[src/cart_loader_pkg.sv]
// Cartridge loader shared types, records and header layout constants
package cart_loader_pkg;

	// ========================================
	// Plain vector types
	// ========================================
	typedef logic [24:0] load_addr_t;
	typedef logic [15:0] load_data_t;
	typedef logic [7:0]  load_index_t;
	typedef logic [23:0] mem_mask_t;
	typedef logic [7:0]  rom_type_t;
	typedef logic [3:0]  size_code_t;
	typedef logic [31:0] sd_lba_t;

	// Header mode as chosen in the menu
	typedef enum logic [2:0] {
		hdr_auto    = 3'd0,
		hdr_none    = 3'd1,
		hdr_lorom   = 3'd2,
		hdr_hirom   = 3'd3,
		hdr_exhirom = 3'd4
	} header_mode_t;

	// ========================================
	// Grouped records
	// ========================================
	typedef struct packed {
		load_addr_t addr;
		load_data_t data;
		logic       is_code;
	} load_word_t;

	typedef struct packed {
		rom_type_t rom_type;
		mem_mask_t rom_mask;
		mem_mask_t ram_mask;
		logic      region;
	} cart_info_t;

	// Big endian words, same order as the cheat file
	typedef struct packed {
		logic [31:0] flags;
		logic [31:0] address;
		logic [31:0] compare;
		logic [31:0] replace;
	} cheat_code_t;

	typedef struct packed {
		sd_lba_t lba;
		logic    rd;
		logic    wr;
	} sd_req_t;

	typedef enum logic [1:0] {
		bk_idle,
		bk_wait_ack,
		bk_wait_release
	} backup_state_t;

	// ========================================
	// Header layout
	// ========================================
	// Copier header in front of the ROM image
	localparam int unsigned HEADER_OFFSET = 512;
	localparam size_code_t DEFAULT_ROM_SIZE = 4'd12;
	localparam load_addr_t LOROM_SIZE_ADDR = load_addr_t'(25'h7FD6 + HEADER_OFFSET);
	localparam load_addr_t LOROM_RAM_ADDR = load_addr_t'(25'h7FD8 + HEADER_OFFSET);
	localparam load_addr_t HIROM_SIZE_ADDR = load_addr_t'(25'hFFD6 + HEADER_OFFSET);
	localparam load_addr_t HIROM_RAM_ADDR = load_addr_t'(25'hFFD8 + HEADER_OFFSET);
	localparam load_addr_t EXHIROM_SIZE_ADDR = load_addr_t'(25'h40FFD6 + HEADER_OFFSET);
	localparam load_addr_t EXHIROM_RAM_ADDR = load_addr_t'(25'h40FFD8 + HEADER_OFFSET);
	localparam load_addr_t REGION_ADDR = 25'd2;
	localparam mem_mask_t MASK_BASE = 24'd1024;
	localparam int unsigned BLOCK_SHIFT = 9;
	localparam logic [3:0] CHEAT_LAST_OFFSET = 4'd14;

endpackage

[src/load_word_decoder.sv]
// Download word decoder: registers accepted words, tags code files, flags cart start and end
`timescale 1ns/1ps

module load_word_decoder (
	input  logic                         clk_sys,
	input  logic                         reset,
	input  logic                         dl_active,
	input  cart_loader_pkg::load_index_t dl_index,
	input  logic                         dl_valid,
	input  cart_loader_pkg::load_word_t  dl_word,
	output logic                         dl_ready,
	input  logic                         busy,
	output logic                         word_valid,
	output cart_loader_pkg::load_word_t  word,
	output logic                         cart_active,
	output logic                         cart_start,
	output logic                         cart_end
);

	logic code_index;
	logic cart_level;
	logic accept;

	// All index bits set selects the cheat file
	assign code_index = &dl_index;
	assign cart_level = dl_active & ~code_index;

	// Source must hold its word while a backup transfer runs
	assign dl_ready = ~busy;
	assign accept   = dl_valid & dl_ready;

	// Payload stage
	always_ff @(posedge clk_sys) begin
		if (accept) begin
			word.addr    <= dl_word.addr;
			word.data    <= dl_word.data;
			word.is_code <= code_index;
		end
	end

	// cart_active doubles as the previous level for edge detection
	always_ff @(posedge clk_sys) begin
		if (!reset) begin
			word_valid  <= 1'b0;
			cart_active <= 1'b0;
			cart_start  <= 1'b0;
			cart_end    <= 1'b0;
		end else begin
			word_valid  <= accept;
			cart_active <= cart_level;
			cart_start  <= cart_level & ~cart_active;
			cart_end    <= ~cart_level & cart_active;
		end
	end

endmodule

[src/cart_header_parser.sv]
// Cartridge header parser: ROM type, ROM and save RAM masks, video region
`timescale 1ns/1ps

module cart_header_parser (
	input  logic                          clk_sys,
	input  logic                          reset,
	input  logic                          word_valid,
	input  cart_loader_pkg::load_word_t   word,
	input  cart_loader_pkg::header_mode_t header_mode,
	output cart_loader_pkg::cart_info_t   cart_info
);

	cart_loader_pkg::size_code_t rom_size;
	cart_loader_pkg::size_code_t ram_size;
	cart_loader_pkg::size_code_t rom_size_next;
	cart_loader_pkg::size_code_t ram_size_next;
	cart_loader_pkg::cart_info_t info_next;
	logic                        cart_word;

	// 1 KB shifted by the log2 size code
	function automatic cart_loader_pkg::mem_mask_t size_to_mask(
		input cart_loader_pkg::size_code_t size
	);
		return (cart_loader_pkg::MASK_BASE << size) - 1'b1;
	endfunction

	assign cart_word = word_valid & ~word.is_code;

	// ========================================
	// Next header values
	// ========================================
	always_comb begin
		rom_size_next = rom_size;
		ram_size_next = ram_size;
		info_next     = cart_info;

		if (word.addr == '0) begin
			rom_size_next = cart_loader_pkg::DEFAULT_ROM_SIZE;
			ram_size_next = '0;
			if (header_mode == cart_loader_pkg::hdr_auto && word.data[7:0] != '0) begin
				{ram_size_next, rom_size_next} = word.data[7:0];
			end
			case (header_mode)
				cart_loader_pkg::hdr_none:    info_next.rom_type = 8'd0;
				cart_loader_pkg::hdr_lorom:   info_next.rom_type = 8'd0;
				cart_loader_pkg::hdr_hirom:   info_next.rom_type = 8'd1;
				cart_loader_pkg::hdr_exhirom: info_next.rom_type = 8'd2;
				default:                      info_next.rom_type = word.data[15:8];
			endcase
		end

		if (word.addr == cart_loader_pkg::REGION_ADDR) begin
			info_next.region = word.data[8];
		end

		// Size bytes sit at fixed places in each mapping
		case (header_mode)
			cart_loader_pkg::hdr_lorom: begin
				if (word.addr == cart_loader_pkg::LOROM_SIZE_ADDR) rom_size_next = word.data[11:8];
				if (word.addr == cart_loader_pkg::LOROM_RAM_ADDR) ram_size_next = word.data[3:0];
			end
			cart_loader_pkg::hdr_hirom: begin
				if (word.addr == cart_loader_pkg::HIROM_SIZE_ADDR) rom_size_next = word.data[11:8];
				if (word.addr == cart_loader_pkg::HIROM_RAM_ADDR) ram_size_next = word.data[3:0];
			end
			cart_loader_pkg::hdr_exhirom: begin
				if (word.addr == cart_loader_pkg::EXHIROM_SIZE_ADDR) rom_size_next = word.data[11:8];
				if (word.addr == cart_loader_pkg::EXHIROM_RAM_ADDR) ram_size_next = word.data[3:0];
			end
			default: ;
		endcase

		info_next.rom_mask = size_to_mask(rom_size_next);
		info_next.ram_mask = (ram_size_next != '0) ? size_to_mask(ram_size_next) : '0;
	end

	always_ff @(posedge clk_sys) begin
		if (!reset) begin
			rom_size  <= '0;
			ram_size  <= '0;
			cart_info <= '0;
		end else if (cart_word) begin
			rom_size  <= rom_size_next;
			ram_size  <= ram_size_next;
			cart_info <= info_next;
		end
	end

endmodule

[src/cheat_code_assembler.sv]
// Cheat code assembler: collects eight half-words into one 128-bit record
`timescale 1ns/1ps

module cheat_code_assembler (
	input  logic                         clk_sys,
	input  logic                         reset,
	input  logic                         word_valid,
	input  cart_loader_pkg::load_word_t  word,
	output cart_loader_pkg::cheat_code_t code,
	output logic                         code_valid,
	output logic                         code_clear
);

	cart_loader_pkg::load_addr_t code_addr;
	logic                        code_word;

	// Code files carry the same copier header as ROMs
	assign code_addr = word.addr - cart_loader_pkg::load_addr_t'(cart_loader_pkg::HEADER_OFFSET);
	assign code_word = word_valid & word.is_code;

	// Record fields, low half-word first
	always_ff @(posedge clk_sys) begin
		if (code_word) begin
			case (code_addr[3:0])
				4'd0:  code.flags[15:0]    <= word.data;
				4'd2:  code.flags[31:16]   <= word.data;
				4'd4:  code.address[15:0]  <= word.data;
				4'd6:  code.address[31:16] <= word.data;
				4'd8:  code.compare[15:0]  <= word.data;
				4'd10: code.compare[31:16] <= word.data;
				4'd12: code.replace[15:0]  <= word.data;
				cart_loader_pkg::CHEAT_LAST_OFFSET: code.replace[31:16] <= word.data;
				default: ;
			endcase
		end
	end

	always_ff @(posedge clk_sys) begin
		if (!reset) begin
			code_valid <= 1'b0;
			code_clear <= 1'b0;
		end else begin
			code_valid <= code_word && code_addr[3:0] == cart_loader_pkg::CHEAT_LAST_OFFSET;
			// New code file or any cartridge load drops the old codes
			code_clear <= word_valid & (~word.is_code | (word.addr == '0));
		end
	end

endmodule

[src/backup_sequencer.sv]
// Backup RAM sequencer: block-wise SD reads or writes of the save RAM image
`timescale 1ns/1ps

module backup_sequencer (
	input  logic                        clk_sys,
	input  logic                        reset,
	input  logic                        cart_active,
	input  logic                        cart_start,
	input  logic                        cart_end,
	input  cart_loader_pkg::cart_info_t cart_info,
	input  logic                        img_mounted,
	input  logic                        img_readonly,
	input  logic                        img_has_data,
	input  logic                        load_req,
	input  logic                        save_req,
	input  logic                        sd_ack,
	output cart_loader_pkg::sd_req_t    sd_req,
	output logic                        busy
);

	cart_loader_pkg::backup_state_t state;
	cart_loader_pkg::sd_lba_t       last_lba;
	logic                           enable;
	logic                           loading;
	logic                           load_prev;
	logic                           save_prev;
	logic                           load_rise;
	logic                           save_rise;

	assign load_rise = load_req & ~load_prev & enable;
	assign save_rise = save_req & ~save_prev & enable;
	assign last_lba  = cart_loader_pkg::sd_lba_t'(cart_info.ram_mask >> cart_loader_pkg::BLOCK_SHIFT);
	assign busy      = (state != cart_loader_pkg::bk_idle);

	// ========================================
	// Save image enable
	// ========================================
	always_ff @(posedge clk_sys) begin
		if (!reset) begin
			enable    <= 1'b0;
			load_prev <= 1'b0;
			save_prev <= 1'b0;
		end else begin
			load_prev <= load_req;
			save_prev <= save_req;
			if (cart_start) enable <= 1'b0;
			// Image is mounted by the time the cartridge download runs
			if (cart_active && img_mounted && !img_readonly) enable <= |cart_info.ram_mask;
		end
	end

	// ========================================
	// Block transfer FSM
	// ========================================
	always_ff @(posedge clk_sys) begin
		if (!reset) begin
			state      <= cart_loader_pkg::bk_idle;
			loading    <= 1'b0;
			sd_req.lba <= '0;
			sd_req.rd  <= 1'b0;
			sd_req.wr  <= 1'b0;
		end else begin
			case (state)
				cart_loader_pkg::bk_idle: begin
					if (load_rise | save_rise) begin
						state      <= cart_loader_pkg::bk_wait_ack;
						loading    <= load_rise;
						sd_req.lba <= '0;
						sd_req.rd  <= load_rise;
						sd_req.wr  <= ~load_rise;
					end
					// Pull the save file in once the ROM is loaded
					if (cart_end && img_has_data && enable) begin
						state      <= cart_loader_pkg::bk_wait_ack;
						loading    <= 1'b1;
						sd_req.lba <= '0;
						sd_req.rd  <= 1'b1;
						sd_req.wr  <= 1'b0;
					end
				end
				cart_loader_pkg::bk_wait_ack: begin
					if (sd_ack) begin
						state     <= cart_loader_pkg::bk_wait_release;
						sd_req.rd <= 1'b0;
						sd_req.wr <= 1'b0;
					end
				end
				cart_loader_pkg::bk_wait_release: begin
					// Block done on the falling edge of ack
					if (!sd_ack) begin
						if (sd_req.lba >= last_lba) begin
							state   <= cart_loader_pkg::bk_idle;
							loading <= 1'b0;
						end else begin
							state      <= cart_loader_pkg::bk_wait_ack;
							sd_req.lba <= sd_req.lba + 1'b1;
							sd_req.rd  <= loading;
							sd_req.wr  <= ~loading;
						end
					end
				end
				default: state <= cart_loader_pkg::bk_idle;
			endcase
		end
	end

endmodule

[src/cart_loader_top.sv]
// Cartridge loader top: decode, header and cheat stages, backup RAM sequencer
`timescale 1ns/1ps

module cart_loader_top (
	input  logic                          clk_sys,
	input  logic                          reset,
	input  logic                          dl_active,
	input  cart_loader_pkg::load_index_t  dl_index,
	input  logic                          dl_valid,
	input  cart_loader_pkg::load_word_t   dl_word,
	output logic                          dl_ready,
	input  cart_loader_pkg::header_mode_t header_mode,
	input  logic                          img_mounted,
	input  logic                          img_readonly,
	input  logic                          img_has_data,
	input  logic                          load_req,
	input  logic                          save_req,
	input  logic                          sd_ack,
	output cart_loader_pkg::cart_info_t   cart_info,
	output cart_loader_pkg::cheat_code_t  code,
	output logic                          code_valid,
	output logic                          code_clear,
	output cart_loader_pkg::sd_req_t      sd_req,
	output logic                          busy
);

	logic                        word_valid;
	cart_loader_pkg::load_word_t word;
	logic                        cart_active;
	logic                        cart_start;
	logic                        cart_end;

	load_word_decoder u_decoder (.clk_sys, .reset, .dl_active, .dl_index, .dl_valid,
		.dl_word, .dl_ready, .busy, .word_valid, .word, .cart_active, .cart_start,
		.cart_end);

	cart_header_parser u_parser (.clk_sys, .reset, .word_valid, .word, .header_mode,
		.cart_info);

	cheat_code_assembler u_cheats (.clk_sys, .reset, .word_valid, .word, .code,
		.code_valid, .code_clear);

	backup_sequencer u_backup (.clk_sys, .reset, .cart_active, .cart_start, .cart_end,
		.cart_info, .img_mounted, .img_readonly, .img_has_data, .load_req, .save_req,
		.sd_ack, .sd_req, .busy);

endmodule

[config.mk]
export PLATFORM = sky130hd
export DESIGN_NAME = cart_loader_top
export DESIGN_NICKNAME = d
export VERILOG_FILES = /design/src/cart_loader_pkg.sv /design/src/load_word_decoder.sv /design/src/cart_header_parser.sv /design/src/cheat_code_assembler.sv /design/src/backup_sequencer.sv /design/src/cart_loader_top.sv
export SDC_FILE = /design/constraint.sdc
export NUM_CORES = 1
export LEC_CHECK = 0
export BUFFER_PORTS_ARGS = -buffer_cell sky130_fd_sc_hd__buf_2
export CORE_MARGIN = 2
export CORE_UTILIZATION = 45
export CTS_BUF_LIST = sky130_fd_sc_hd__clkbuf_8
export CTS_CLUSTER_DIAMETER = 30
export DETAILED_ROUTE_END_ITERATION = 7
export GPL_ROUTABILITY_DRIVEN = 0
export PLACE_DENSITY_LB_ADDON = 0.12
export RECOVER_POWER = 100
export SETUP_SLACK_MARGIN = 0.1
export SLEW_MARGIN = 20
export SYNTH_ARGS = -nofsm -noshare
export SYNTH_HDL_FRONTEND = slang
export SYNTH_SLANG_ARGS = --single-unit
export TNS_END_PERCENT = 1
[constraint.sdc]
create_clock -name clk_sys -period 11.08 [get_ports clk_sys]
set_input_delay 3.324 -clock clk_sys [delete_from_list [all_inputs] [get_ports clk_sys]]
set_output_delay 3.324 -clock clk_sys [all_outputs]
set_load 0.005 [all_outputs]
==> impl_metrics.env <==
export IMPL_outcome="complete, but fails checks"
export IMPL_violations="max-capacitance violations, max-slew violations"
export IMPL_hold_violations=0
export IMPL_synthCells=788
export IMPL_dpl_instance_area_mm2=0.0118
export IMPL_dp_hpwl_um=17200
export IMPL_antenna_found_initial=2
export IMPL_syn_nets=874
export IMPL_syn_cell_area_mm2=0.0102
export IMPL_max_clock_freq_mhz=118
export IMPL_crit_chain="clkbuf_1 -> nor2_1 -> a31oi_1 -> or3b_1 -> a2111oi_0 -> mux2i_1 -> or3_1 -> ha_1 -> or3_1 -> a21o_1 -> a311oi_1"
export IMPL_synth_top_family_by_area="simple AND/OR/NAND/NOR gates"
export IMPL_synth_top_area_share=0.502
export IMPL_cts_tree="done"
export IMPL_ioPinCount=286
export IMPL_grt_pass1_vias=6935
export IMPL_max_cap_violations=7
export IMPL_power_leakage_nw=4.73
export IMPL_drt_iter0_drc=464
export IMPL_yosys_top_cells_count="edfxtp_1 (170), dfxtp_1 (93), nand2_1 (64)"
export IMPL_hold_buffers=0
export IMPL_critPathLaunchType="primary input"
export IMPL_p_comb_frac=0.094
export IMPL_peakVddDrop_mv=0.0931
export IMPL_row_count=55
export IMPL_drv_slew=151
export IMPL_ant_nets=0
export IMPL_num_vias=7326
export IMPL_drive_gt1_frac=0.225
export IMPL_synth_compound_area_frac=0.0912
export IMPL_synthTopCellsByArea="edfxtp_1 (50%), dfxtp_1 (18%), ha_1 (2.8%), nand2_1 (2.4%), nor2_1 (2.2%)"
export IMPL_final_util=0.570
export IMPL_fin_area_mm2=0.0128
export IMPL_worstHoldPathType="reg2reg"
export IMPL_grt_max_degree=48
export IMPL_cts_root_buf="clkbuf_8"
export IMPL_die_w_um=154
export IMPL_path_clk_slew_ns=0.06
export IMPL_nets=1181
export IMPL_ys_types=56
export IMPL_track_usage=0.208
export IMPL_ys_ff_latch=263
export IMPL_critical_path_max_fanout=12
export IMPL_cts_num_sinks=263
export IMPL_htreeDepth=2
export IMPL_ys_flop_type="edfxtp_1"
export IMPL_numPortBuffers=284
export IMPL_finClkSkew_ns=0.0358
export IMPL_crit_slowest_cell="a2111oi_0"
export IMPL_switchingPower_mw=0.640
export IMPL_cts_setup_buffers=0
export IMPL_synth_xor_area_frac=0.00689
export IMPL_start_util=0.454
export IMPL_worstMarginPinSlew_ns=2.58
export IMPL_synth_edff_count=170
export IMPL_area_delta_synth_final_pct=25.6
export IMPL_grt_first_pass_wirelength_um=38700
export IMPL_cts_made_buffers=54
export IMPL_tns_ns=0
export IMPL_insertedDiodeCount=0
export IMPL_p_clk_frac=0.437
export IMPL_slew_limit_headroom=-0.762
export IMPL_powerDensity_mw_per_mm2=198
export IMPL_power_total_mw=2.53
export IMPL_wirelength_um=25500
export IMPL_synthMuxAreaShare=0.0266
export IMPL_synthArstFlopShare=0
export IMPL_end_kind="flip-flop"
export IMPL_cp_data_required_time_ns=11.52
export IMPL_power_internal_mw=1.89
export IMPL_synth_simple_gate_area_frac=0.130
export IMPL_die_h_um=154
export IMPL_clockBufferDepth=3
export IMPL_sequentialPowerShare=0.468
export IMPL_fp_coreArea_mm2=0.0224
export IMPL_gr_total_overflow=0
export IMPL_crit_path_max_incr_delay_ns=2.03
export IMPL_cp_data_arrival_time_ns=8.91
export IMPL_wl_per_cell_um=18.0
export IMPL_synth_avg_cell_area_um2=12.9
export IMPL_fin_crit_ns=8.47
export IMPL_clock_latency_ns=0.58
export IMPL_rsz0062_at_grt="no"
export IMPL_setup_viol=0
export IMPL_synthAdderAreaFrac=0.0283
export IMPL_synth_top_area_cell="edfxtp_1"
export IMPL_drc=0
export IMPL_drtPass1Iterations=5
export IMPL_via_per_inst=5.16
export IMPL_cts_resized_gates=0
export IMPL_crit_path_frequent_cell="or3_1"
export IMPL_finalCritPeriodShare=0.764
export IMPL_dieArea_mm2=0.0238
export IMPL_switching_share=0.253
export IMPL_post_synth_top_count_cell="edfxtp_1"
export IMPL_yosysWarnings=0
export IMPL_ys_seq_area_frac=0.685
export IMPL_crit_type="in2reg"
[metal layers]
metal  global-route usage  part of all wire
met4               0.0542             0.016
met3               0.0602             0.082
met1                0.264              0.43
met2                0.351              0.47
met5                    0           0.00039
[worst max-delay path, delay by kind of cell]
family | cells | cell delay (ns)
AO/OA/AOI/OAI | 4 | 2.62
AND/OR/NAND/NOR | 4 | 1.66
multiplexers | 1 | 0.81
adder cells (fa/ha/maj) | 1 | 0.35
buffers and inverters | 1 | 0.15
[state kept, by name, indices dropped and copies added (netlist names), 2 cells and up]
register	count
u_parser.rom_size	4
u_cheats.code	128
u_backup.state	2
u_decoder.word	42
u_parser.ram_size	4
u_parser.cart_info	39
u_backup.sd_req	34
[power groups by stage]
| stage | registers, mW | clock network, mW | logic [mW] |
|---|---|---|---|
| 2_1_floorplan | 1.18 | 0 | 0.168 |
| 3_3_place_gp | 1.20 | 0 | 0.247 |
| 3_5_place_dp | 1.20 | 0 | 0.249 |
| 4_1_cts | 1.18 | 1.13 | 0.250 |
| 5_1_grt | 1.19 | 1.18 | 0.271 |
| 6_report | 1.18 | 1.11 | 0.239 |
[layout by cell type (no fill, tap or decap), types with 31 or more instances in the layout]
| cell | count |
|---|---|
| o21ai_0 | 31 |
| a21oi_1 | 33 |
| clkbuf_8 | 59 |
| nand2_1 | 64 |
| inv_1 | 34 |
| clkbuf_1 | 136 |
| nor2_1 | 59 |
| dfxtp_1 | 93 |
| edfxtp_1 | 170 |
| buf_2 | 154 |
[path summary, 6_finish.rpt]
check                                end  slack [ns]                  start  cells past startpoint
setup / recovery  u_parser.cart_info[15]        2.61         header_mode[0]                     11
hold / removal      u_decoder.cart_start        0.45  u_decoder.cart_active                      1
setup reg to reg  u_parser.cart_info[15]        4.80     u_decoder.word[27]                      9
hold reg to reg     u_decoder.cart_start        0.45  u_decoder.cart_active                      1
[cells by family after synthesis]
kind of cell / Yosys count
compound gates: 137
flops: 263
mux: 26
buf+inv: 67
fa+ha+maj: 23
xor+xnor: 8
simple gates: 264
[final cells by class]
type,instances,area [µm²]
Tap cell,285,357
Sequential cell,263,6970
Clock inverter,37,404
Clock buffer,59,812
Multi-Input combinational cell,458,2850
Timing Repair Buffer,294,1300
Inverter,24,90.1
Fill cell,1981,9650
[stage by stage]
step                      hold slack, ns  cells  setup slack (ns)
after floorplan                    0.417    788              4.63
after global placement             0.437   1324              3.94
after detailed placement           0.436   1324              3.92
after CTS                          0.448   1420              4.47
after global routing               0.479   1420              2.17
final                              0.449   1420              2.61
(Power assumes the default switching activity.)
